## config.mk

```make
export PLATFORM = sky130hd
export DESIGN_NAME = aluUnit
export DESIGN_NICKNAME = d
export VERILOG_FILES = /design/src/source/aluPkg.sv /design/src/source/aluIssue.sv /design/src/source/alu.sv /design/src/source/aluRetire.sv /design/src/source/aluUnit.sv
export VERILOG_INCLUDE_DIRS = /design/src /design/src/source
export SDC_FILE = /design/constraint.sdc
export NUM_CORES = 1
export LEC_CHECK = 0
export ABC_CLOCK_PERIOD_IN_PS = 19400
export BUFFER_PORTS_ARGS = -buffer_cell sky130_fd_sc_hd__buf_2
export CORE_ASPECT_RATIO = 2
export CORE_MARGIN = 5
export CORE_UTILIZATION = 60
export CTS_CLUSTER_DIAMETER = 60
export CTS_CLUSTER_SIZE = 24
export DETAILED_ROUTE_END_ITERATION = 6
export PLACE_DENSITY_LB_ADDON = 0.05
export SYNTH_ARGS = -nofsm -noshare
export SYNTH_HDL_FRONTEND = slang
export SYNTH_HIERARCHICAL = 1
export SYNTH_SLANG_ARGS = --single-unit
```

## constraint.sdc

```tcl
create_clock -name clk -period 19.4 [get_ports clk]
set_input_delay 0 -clock clk [delete_from_list [all_inputs] [get_ports clk]]
set_output_delay 0 -clock clk [all_outputs]
set_load 0.03 [all_outputs]
```

## src/source/forthAlu_params.svh

```systemverilog
`ifndef FORTHALU_PARAMS_SVH
`define FORTHALU_PARAMS_SVH

// Datapath widths
`define ALU_WIDTH 16
`define ALU_SHW 4 // Shift, rotate and bit-position amount

// Opcode codes
`define ALU_OPX_MOV 4'd0
`define ALU_OPX_ADD 4'd1
`define ALU_OPX_SUB 4'd2
`define ALU_OPX_MUL 4'd3
`define ALU_OPX_OR 4'd4
`define ALU_OPX_AND 4'd5
`define ALU_OPX_XOR 4'd6
`define ALU_OPX_SL 4'd7
`define ALU_OPX_SR 4'd8
`define ALU_OPX_SRA 4'd9
`define ALU_OPX_ROT 4'd10
`define ALU_OPX_BIT 4'd11
`define ALU_OPX_SET 4'd12
`define ALU_OPX_CLR 4'd13
`define ALU_OPX_CMP 4'd14 // Subtract without write-back
`define ALU_OPX_SEX 4'd15

`endif

```

## src/source/aluPkg.sv

```systemverilog
`default_nettype none

`include "forthAlu_params.svh"

package aluPkg;

	typedef logic signed [`ALU_WIDTH-1:0] word_t; // Operand or result word
	typedef logic [3:0] aluOp_t; // Opcode
	typedef logic [3:0] aluFlags_t; // {sign, carry, zero, parity}

	// Input side handshake
	typedef enum logic [1:0] {
		issueIdle,
		issueHeld, // Operands captured, ack not yet raised
		issueRelease // Waiting for req to drop
	} issueState_t;

	// Output side handshake
	typedef enum logic [1:0] {
		retireEmpty,
		retireOffer, // Result offered to consumer
		retireDrain // Waiting for ack to drop
	} retireState_t;

endpackage

`default_nettype wire

```

## src/source/aluIssue.sv

```systemverilog
`timescale 1ns/1ps
`default_nettype none

module aluIssue (
	input  logic           clk,
	input  logic           rstN,
	input  logic           opReq,
	input  aluPkg::aluOp_t opCode,
	input  aluPkg::word_t  opA,
	input  aluPkg::word_t  opB,
	input  logic           retireFree,
	output logic           opAck,
	output logic           issueStrobe,
	output aluPkg::aluOp_t curOp,
	output aluPkg::word_t  curA,
	output aluPkg::word_t  curB
);
	import aluPkg::*;

	issueState_t state;
	logic capture;

	// New op only when idle and the retire slot is empty
	assign capture = (state == issueIdle) && opReq && retireFree;

	always_ff @(posedge clk) begin
		if (!rstN) begin
			state <= issueIdle;
			opAck <= 1'b0;
			issueStrobe <= 1'b0;
		end else begin
			issueStrobe <= capture; // One cycle pulse
			case (state)
				issueIdle: begin
					if (capture) begin
						state <= issueHeld;
					end
				end
				issueHeld: begin
					opAck <= 1'b1; // Edge after capture
					state <= issueRelease;
				end
				issueRelease: begin
					if (!opReq) begin
						opAck <= 1'b0;
						state <= issueIdle;
					end
				end
				default: begin
					opAck <= 1'b0;
					state <= issueIdle;
				end
			endcase
		end
	end

	// Operand registers stay put until the next capture
	always_ff @(posedge clk) begin
		if (capture) begin
			curOp <= opCode;
			curA <= opA;
			curB <= opB;
		end
	end

	strobeSingle: assert property (@(posedge clk) disable iff (!rstN)
		issueStrobe |=> !issueStrobe)
		else $error("issueStrobe high on two consecutive cycles");

	// Ack may only rise in answer to a request seen high
	ackNeedsReq: assert property (@(posedge clk) disable iff (!rstN)
		$rose(opAck) |-> $past(opReq))
		else $error("opAck rose without opReq");

endmodule

`default_nettype wire

```

## src/source/alu.sv

```systemverilog
`timescale 1ns/1ps
`default_nettype none

`include "forthAlu_params.svh"

module alu (
	input  aluPkg::aluOp_t    curOp,
	input  aluPkg::word_t     curA,
	input  aluPkg::word_t     curB,
	output aluPkg::word_t     aluResult,
	output aluPkg::aluFlags_t aluFlags,
	output logic              aluWrite
);
	import aluPkg::*;

	localparam logic [`ALU_WIDTH-1:0] unitBit = 1;
	localparam logic [`ALU_WIDTH-1:0] allOnes = '1;

	logic [`ALU_SHW-1:0] shamt;
	logic [`ALU_WIDTH:0] wideSum; // Carry in the top bit
	logic [`ALU_WIDTH:0] wideDiff; // Borrow in the top bit
	logic [`ALU_WIDTH:0] wideShl;
	logic signed [2*`ALU_WIDTH-1:0] product;
	logic [2*`ALU_WIDTH-1:0] rotWide;
	logic [`ALU_WIDTH-1:0] bitMask;
	logic [`ALU_WIDTH-1:0] extMask;
	logic extSign;

	word_t res;
	logic carry;
	logic ovfl;
	logic arithmetic;
	logic zero;
	logic sign;
	logic parity;

	assign shamt = curB[`ALU_SHW-1:0];

	assign wideSum = {1'b0, curA} + {1'b0, curB};
	assign wideDiff = {1'b0, curA} - {1'b0, curB};
	assign wideShl = {1'b0, curA} << shamt;
	assign product = (2*`ALU_WIDTH)'(curA) * (2*`ALU_WIDTH)'(curB); // Signed 32-bit product
	assign rotWide = {curA, curA} >> shamt;
	assign bitMask = unitBit << shamt;
	assign extMask = allOnes << shamt;
	assign extSign = |(curA & bitMask); // Bit that SEX copies upward

	always_comb begin
		res = curB;
		carry = 1'b0;
		ovfl = 1'b0;
		arithmetic = 1'b0;
		case (curOp)
			`ALU_OPX_MOV: begin
				res = curB; // Copies operand B
			end
			`ALU_OPX_ADD: begin
				res = wideSum[`ALU_WIDTH-1:0];
				carry = wideSum[`ALU_WIDTH];
				arithmetic = 1'b1;
			end
			`ALU_OPX_SUB: begin
				res = wideDiff[`ALU_WIDTH-1:0];
				carry = wideDiff[`ALU_WIDTH];
				arithmetic = 1'b1;
			end
			`ALU_OPX_MUL: begin
				res = product[`ALU_WIDTH-1:0];
				ovfl = |product[2*`ALU_WIDTH-1:`ALU_WIDTH]; // Any upper bit set
				arithmetic = 1'b1;
			end
			`ALU_OPX_OR: begin
				res = curA | curB;
			end
			`ALU_OPX_AND: begin
				res = curA & curB;
			end
			`ALU_OPX_XOR: begin
				res = curA ^ curB;
			end
			`ALU_OPX_SL: begin
				res = wideShl[`ALU_WIDTH-1:0];
				carry = wideShl[`ALU_WIDTH]; // Last bit shifted out
			end
			`ALU_OPX_SR: begin
				res = $unsigned(curA) >> shamt;
			end
			`ALU_OPX_SRA: begin
				res = curA >>> shamt; // Keeps the sign
			end
			`ALU_OPX_ROT: begin
				res = rotWide[`ALU_WIDTH-1:0]; // Rotate right
			end
			`ALU_OPX_BIT: begin
				res = curA & bitMask;
			end
			`ALU_OPX_SET: begin
				res = curA | bitMask;
			end
			`ALU_OPX_CLR: begin
				res = curA & ~bitMask;
			end
			`ALU_OPX_CMP: begin
				res = wideDiff[`ALU_WIDTH-1:0]; // Flags only without write-back
				arithmetic = 1'b1;
			end
			`ALU_OPX_SEX: begin
				if (extSign) begin
					res = curA | extMask;
				end else begin
					res = curA & ~extMask;
				end
				arithmetic = 1'b1;
			end
			default: begin
				res = curB;
			end
		endcase
	end

	assign zero = (res == '0);
	assign sign = res[`ALU_WIDTH-1];
	// Parity reports overflow for the arithmetic group
	assign parity = arithmetic ? ovfl : res[0];

	assign aluResult = res;
	assign aluFlags = {sign, carry, zero, parity};
	assign aluWrite = (curOp != `ALU_OPX_CMP);

endmodule

`default_nettype wire

```

## src/source/aluRetire.sv

```systemverilog
`timescale 1ns/1ps
`default_nettype none

module aluRetire (
	input  logic              clk,
	input  logic              rstN,
	input  logic              issueStrobe,
	input  aluPkg::word_t     aluResult,
	input  aluPkg::aluFlags_t aluFlags,
	input  logic              aluWrite,
	input  logic              resAck,
	output logic              retireFree,
	output logic              resReq,
	output aluPkg::word_t     result,
	output aluPkg::aluFlags_t flags,
	output logic              writeBack
);
	import aluPkg::*;

	retireState_t state;
	logic load;

	assign load = (state == retireEmpty) && issueStrobe;
	assign retireFree = (state == retireEmpty); // Slot free for the next op

	always_ff @(posedge clk) begin
		if (!rstN) begin
			state <= retireEmpty;
			resReq <= 1'b0;
		end else begin
			case (state)
				retireEmpty: begin
					if (load) begin
						resReq <= 1'b1; // Same edge as the latch
						state <= retireOffer;
					end
				end
				retireOffer: begin
					if (resAck) begin
						resReq <= 1'b0;
						state <= retireDrain;
					end
				end
				retireDrain: begin
					if (!resAck) begin
						state <= retireEmpty;
					end
				end
				default: begin
					resReq <= 1'b0;
					state <= retireEmpty;
				end
			endcase
		end
	end

	// Output registers
	always_ff @(posedge clk) begin
		if (load) begin
			result <= aluResult;
			flags <= aluFlags;
			writeBack <= aluWrite;
		end
	end

	resultStable: assert property (@(posedge clk) disable iff (!rstN)
		resReq && $past(resReq) |-> $stable(result) && $stable(flags))
		else $error("result changed while resReq was high");

	// Issue side must respect back-pressure
	noIssueWhenBusy: assert property (@(posedge clk) disable iff (!rstN)
		issueStrobe |-> retireFree)
		else $error("issueStrobe arrived while retire slot was busy");

endmodule

`default_nettype wire

```

## src/source/aluUnit.sv

```systemverilog
`timescale 1ns/1ps
`default_nettype none

module aluUnit (
	input  logic              clk,
	input  logic              rstN,
	input  logic              opReq,
	input  aluPkg::aluOp_t    opCode,
	input  aluPkg::word_t     opA,
	input  aluPkg::word_t     opB,
	output logic              opAck,
	output logic              resReq,
	input  logic              resAck,
	output aluPkg::word_t     result,
	output aluPkg::aluFlags_t flags,
	output logic              writeBack
);
	import aluPkg::*;

	aluOp_t curOp;
	word_t curA;
	word_t curB;
	logic issueStrobe;
	logic retireFree;
	word_t aluResult;
	aluFlags_t aluFlags;
	logic aluWrite;

	aluIssue i_aluIssue (
		.clk(clk),
		.rstN(rstN),
		.opReq(opReq),
		.opCode(opCode),
		.opA(opA),
		.opB(opB),
		.retireFree(retireFree),
		.opAck(opAck),
		.issueStrobe(issueStrobe),
		.curOp(curOp),
		.curA(curA),
		.curB(curB)
	);

	alu i_alu (
		.curOp(curOp),
		.curA(curA),
		.curB(curB),
		.aluResult(aluResult),
		.aluFlags(aluFlags),
		.aluWrite(aluWrite)
	);

	aluRetire i_aluRetire (
		.clk(clk),
		.rstN(rstN),
		.issueStrobe(issueStrobe),
		.aluResult(aluResult),
		.aluFlags(aluFlags),
		.aluWrite(aluWrite),
		.resAck(resAck),
		.retireFree(retireFree),
		.resReq(resReq),
		.result(result),
		.flags(flags),
		.writeBack(writeBack)
	);

endmodule

`default_nettype wire

```

# Yosys cells after proc, flatten, opt, wreduce, memory -nomap -nowiden
# Cells that the tools add are included.
[op_classes] addsub=2 multipliers=1 n_eq_ne=25 shifts=6 n_mux=18 n_bitwise=12 reduce_logical=15
[op_table] op="16-bit case mux with 15 select lines" n=1
[op_table] op="16-bit AND" n=4
[op_table] op="16-bit bitwise OR" n=3
[op_table] op="4-bit equality test, second input constant" n=8
[op_table] op="16-bit by 16-bit multiplier with 32-bit output" n=1
[op_table] op="16-bit NOT" n=2
[op_table] op="16-bit OR reduction" n=2
[op_table] op="32-bit by 4-bit >> shifter with 16-bit output" n=1
[op_table] op="16-bit by 16-bit adder with 17-bit output" n=1
[op_table] op="16-bit by 4-bit left shift with 17-bit output" n=1
[op_table] op="16-bit by 16-bit subtractor with 17-bit output" n=1
[op_table] op="4-bit by 3-bit equality test with 1-bit output, second input constant" n=4
[op_table] op="16-bit logical NOT" n=1
[op_table] op="16-bit 2-to-1 mux" n=1
[op_table] op="1-bit by 4-bit left shift with 16-bit output, first input constant" n=1
[op_table] op="16-bit by 4-bit left shift with 16-bit output, first input constant" n=1
[op_table] op="16-bit by 4-bit >> shifter with 16-bit output" n=1
[op_table] op="16-bit by 4-bit >>> shifter with 16-bit output" n=1
[op_table] op="16-bit bitwise XOR" n=1
[op_table] op="2-bit case mux with 3 select lines" n=2
[op_table] op="2-bit 2-to-1 mux" n=5
[op_table] op="1-bit case mux with 3 select lines" n=3
[op_table] op="4-bit by 2-bit equality test with 1-bit output, second input constant" n=2
[op_table] op="1-bit 2-to-1 mux" n=6
[op_table] op="other kinds (14)" n=25
[totals] register_bits=64 in_bits=40

# Longest topological paths before layout
[logic_depth] ltp_word=6 ltp_mapped=31 depth_no_buf=25

# Modules after synthesis
# The synthesis kept the hierarchy.
[modules_own_cells] module="alu" instances=1 cells_each=1921 area_per_inst_um2=15418.5 seq_area_each_um2=0.0
[modules_own_cells] module="aluIssue" instances=1 cells_each=49 area_per_inst_um2=1222.4 seq_area_each_um2=1161.1
[modules_own_cells] module="aluRetire" instances=1 cells_each=36 area_per_inst_um2=760.7 seq_area_each_um2=690.7

# Least setup slack after synthesis
# OpenSTA, ideal clock, no wires.
[synth_path] kind="register to register" start="register i_aluIssue.curB[2]" end="register i_aluRetire.flags[0] (data pin)" t_arrival_ns=7.761 required_ns=19.149 slack_ns=11.388 path_stages_with_launch=30 period_less_slack_ns=8.012 cell_sequence="edfxtp_1 -> buf_2 -> buf_2 -> buf_2 -> buf_2 -> buf_1 -> clkbuf_1 -> clkbuf_1 -> nand2_1 -> fa_1 -> fa_1 -> inv_1 -> fa_1 -> fa_1 -> fa_1 -> inv_1 -> fa_1 -> inv_1 -> ha_1 -> and3_1 -> a31o_1 -> or3_1 -> o221a_2 -> o21a_1 -> a31oi_1 -> xnor2_1 -> a2111oi_2 -> nand4_1 -> o32a_1 -> buf_4"
[synth_via] elab_chain_cells=6 word_cells_on_any_way=20 classes_between="mul: 1; shift: 6; mux: 4; bitwise: 7; reduce/logical: 2"
[synth_rtl] element="start: declaration" line_no="aluIssue.sv:16" rtl="output aluPkg::word_t curB"
[synth_rtl] element="start signal: assignment" line_no="aluIssue.sv:62" rtl="curB <= opB;"
[synth_rtl] element="parallel branches: the longest is 5 deep, another holds 16-bit by 16-bit multiplier with 32-bit output"
[synth_rtl] element="1-bit 2-to-1 mux *" line_no="alu.sv:124" rtl="assign parity = arithmetic ? ovfl : res[0];"
[synth_rtl] element="net i_alu.parity" line_no="alu.sv:35" rtl="logic parity;"
[synth_rtl] element="end signal: assignment" line_no="aluRetire.sv:61" rtl="flags <= aluFlags;"
[synth_rtl] element="end: declaration" line_no="aluRetire.sv:15" rtl="output aluPkg::aluFlags_t flags,"
# Mark *: on every way through the listed nets, which the timed path passes.
# A chain may end at the register's enable or synchronous reset.

# Worst setup path in the final report
[layout_path] start="register i_aluIssue.curB[2]" end="register i_aluRetire.flags[1] (data pin)"
[layout_via] elab_chain_cells=6 word_cells_on_any_way=23 classes_between="add/sub: 2; mul: 1; shift: 6; mux: 2; bitwise: 10; reduce/logical: 2"
[layout_rtl] element="parallel branches: the longest is 4 deep, another holds 16-bit by 16-bit multiplier with 32-bit output"
[layout_rtl] element="16-bit case mux with 15 select lines *" line_no="alu.sv:53" rtl="case (curOp)"
[layout_rtl] element="net aluFlags[3]" line_no="aluUnit.sv:26" rtl="aluFlags_t aluFlags;"
[layout_rtl] element="16-bit logical NOT *" line_no="alu.sv:121" rtl="assign zero = (res == '0);"
[layout_rtl] element="net aluFlags[1]" line_no="aluUnit.sv:26"
# Marked as above.

==> metrics.md <==
| Metric | Value |
|---|---|
| Worst skew pair latency | `0.37 ns` |
| # nets final | `2451` |
| Starting Density | `60.6%` |
| Syn. warnings | `6` |
| Register area share after synthesis | `10.6%` |
| Crit path kind | `flop to flop` |
| Post-synth EDFFs | `57` |
| Die Y | `251 um` |
| Die W | `130 um` |
| Ys async rst share | `0%` |
| Site Rows | `88` |
| Fmax | `123 MHz` |
| Hold/Removal Path Class | `primary input to flop` |
| Worst setup SP type | `flop` |
| Root Driver | `clkbuf_16` |
| Cell Area, Synth | `17400 um2` |
| Failing checks | `design-rule violations` |
| Worst slew margin | `12.5%` |
| Slew Limit Fails | `0` |
| Post-CTS Setup Inserts | `0` |
| Hold path start | `opCode[0]` |
| Top FF cell, synth | `edfxtp_1` |
| Dpl cell area | `17900 um2` |
| H-tree Lvls | `3` |
| Run status | `finished, violations left` |
| Commonest cells in the synthesized netlist | `inv_1 (282), fa_1 (264), nand2_1 (209), nor2_1 (139), ha_1 (116)` |
| Clock slew at reported path FFs | `0.08 ns` |
| Clock skew | `0.0184 ns` |
| Post-route cell area | `18600 um2` |
| Full die area | `32700 um2` |
| CP arrival | `8.33 ns` |
| GRT Overall Usage | `48.4%` |
| Post-DR wirelength/cell | `32.3 um` |
| Syn nets | `2426` |
| Unique masters post-synth | `93` |
| Multi-input logic area | `13900 um2` |
| Maximum fanout along the worst path | `50` |
| Reg2reg start | `i_aluIssue/curB[2]` |
| Final Cycle Share | `41.9%` |
| Cell with the most instances after synthesis | `inv_1` |
| Cells after Synth | `2006` |
| Post-Syn Area per Cell | `8.67 um2` |
| Crit path to | `i_aluRetire/flags[1]` |
| Largest net degree at the start of global routing | `52` |
| Initial DRC count | `2132` |
| #FFs+latches synth | `64` |
| Reg2reg end | `i_aluRetire/flags[1]` |
| Initial DRT Pass Iterations | `7` |
| Final WS setup | `11.27 ns` |
| Clk sink count | `64` |
| Total grt overflow | `0` |
| Minimum clock period | `8.13 ns` |
| WHS Path Cells | `2` |
| Pre-CTS setup slack | `11.46 ns` |
| Vias | `17124` |
| Synth top area share | `30.4%` |
| CORE AREA | `28700 um2` |
| Reg area | `1850 um2` |
| Critical Path End Type | `flop` |
| I/O Buffers | `62` |
| DR vias/cell | `7.14` |
| Worst slew pin tran | `1.31 ns` |
| Setup total negative slack | `0 ns` |
| Final setup viols | `0` |
| Unrepaired setup endpoints after global routing | `no` |
| Worst setup path start | `i_aluIssue/curB[2]` |
| Layout cells sized above 1 | `9.04%` |
| WP data required | `19.60 ns` |
| CTS buffer count | `9` |
| HPWL Detailed | `55.8 mm` |
| Layout area overhead | `7.10%` |
| Initial antenna violation count | `2` |
| Cell taking the most area after synthesis | `fa_1` |
| FILL cells | `2364` |
| IO Count | `63` |
| Final Wtd Congestion | `1.09` |
| Remaining DRCs | `79` |
| Vias in the first global route | `18045` |
| First-pass GRT wire length | `114 mm` |
| Final Hold Viols | `0` |
| Fin util | `64.9%` |
| CTS tree | `built` |
| Max-cap viol count | `0` |
| Worst R2R Path Depth | `22` |
| Clock tree buffer depth | `2` |
| Final ANT Viol Nets | `0` |
| R2R Setup Slk | `11.27 ns` |
| Cts repair resizes | `0` |
| Top cells by area, synth | `fa_1 (30%), edfxtp_1 (9.8%), ha_1 (8.3%)` |
| Final WL | `77.4 mm` |
[critical path, cell delays in order, from the launching register on]
cell and delay (ns):
edfxtp_1 0.32, buf_4 0.29, buf_4 0.54, nand2_1 0.15
fa_1 0.52, fa_1 0.57, inv_1 0.06, fa_1 0.49
fa_1 0.51, fa_1 0.50, inv_1 0.05, fa_1 0.47
inv_1 0.04, ha_1 0.35, and3_1 0.22, a31o_1 0.25
or3_1 0.33, o221a_2 0.27, nor2_1 0.17, xnor2_1 0.17
a2111oi_1 1.10, a21oi_1 0.31, nor3_2 0.22
[cells by family after synthesis]
family          after synthesis  share of synthesized area, %
mux                          67                          5.27
buf+inv                     422                          9.63
xor+xnor                     33                          1.66
flops                        64                          10.6
simple gates                641                          18.3
compound gates              399                          15.7
fa+ha+maj                   380                          38.7
[worst min path at each step]
| stage | slack (ns) | endpoint |
|---|---|---|
| after global routing | 0.35 | i_aluIssue/curB[11] |
| after detailed placement | 0.18 | i_aluIssue/curB[11] |
| final | 0.34 | i_aluIssue/curOp[0] |
| after global placement | 0.18 | i_aluIssue/curA[9] |
| after floorplan | 0.1 | i_aluIssue/curA[0] |
| after CTS | 0.33 | i_aluIssue/curOp[0] |
[sequential cells by signal, summed over array words and instances, names as in the netlist]
| name | count |
|---|---|
| i_aluIssue/issueStrobe | 1 |
| i_aluIssue/state | 2 |
| i_aluIssue/opAck | 1 |
| i_aluRetire/result | 16 |
| i_aluIssue/curB | 16 |
| i_aluRetire/writeBack | 1 |
| i_aluIssue/curA | 16 |
| i_aluIssue/curOp | 4 |
| i_aluRetire/resReq | 1 |
| i_aluRetire/flags | 4 |
| i_aluRetire/state | 2 |
[cell usage in the layout, fill, tap and decap left out, types with 8 or more instances in the layout]
master	netlist	layout
o2111ai_1	8	8
or3_1	13	13
o32a_1	10	10
nand2b_1	26	26
ha_1	116	116
dlygate4sd3_1	0	40
o211ai_1	14	14
a21o_1	16	16
a22oi_1	10	10
nand2_1	209	209
o22ai_1	22	22
a211oi_1	29	29
o21ai_0	71	71
xnor2_1	20	20
mux2_2	11	11
a21oi_1	84	84
mux2i_1	35	35
clkbuf_16	0	9
xor2_1	13	13
a31oi_1	17	17
nor2_1	139	139
nor3_1	36	36
nand3b_1	14	14
o21a_1	17	17
nor4_1	9	8
fa_1	264	264
nor2b_1	25	25
buf_2	28	62
mux4_2	18	18
buf_4	9	47
edfxtp_1	57	57
and2_1	60	60
nand3_1	36	36
o31ai_1	8	8
and3_1	12	12
inv_1	282	282
nand4_1	13	13
[repair_timing]
action | in CTS | in global routing
hold buffers | 40 | 0
hold endpoints to repair | 43 | 0
endpoints found under the setup margin | 0 | 0
[routing by layer]
layer	wire length, um	vias to the layer above	track usage (%)
met5	12	-	0
met4	10900	2	47.4
met3	8520	629	14.7
met2	35700	1444	75.3
met1	22300	8184	49.6
li1	-	6865	-
[area by class of cell]
cell class	count	share of cell area, %
well taps	360	2.42
multi-input cells	1520	74.7
inverters	286	5.76
flip-flops and latches	64	9.94
clock inverters	6	0.242
repair buffers	150	5.75
diodes	1	0.0134
clock buffers	10	1.23
[through the flow]
stage | hold WS [ns] | std cells
2_1_floorplan | 0.0989 | 2006
3_3_place_gp | 0.176 | 2339
3_5_place_dp | 0.178 | 2339
4_1_cts | 0.335 | 2395
5_1_grt | 0.349 | 2396
6_report | 0.338 | 2397
Power is left out: the tool's default activity adds up to more than one toggle a clock period on the data nets, which glitch-free logic cannot reach.
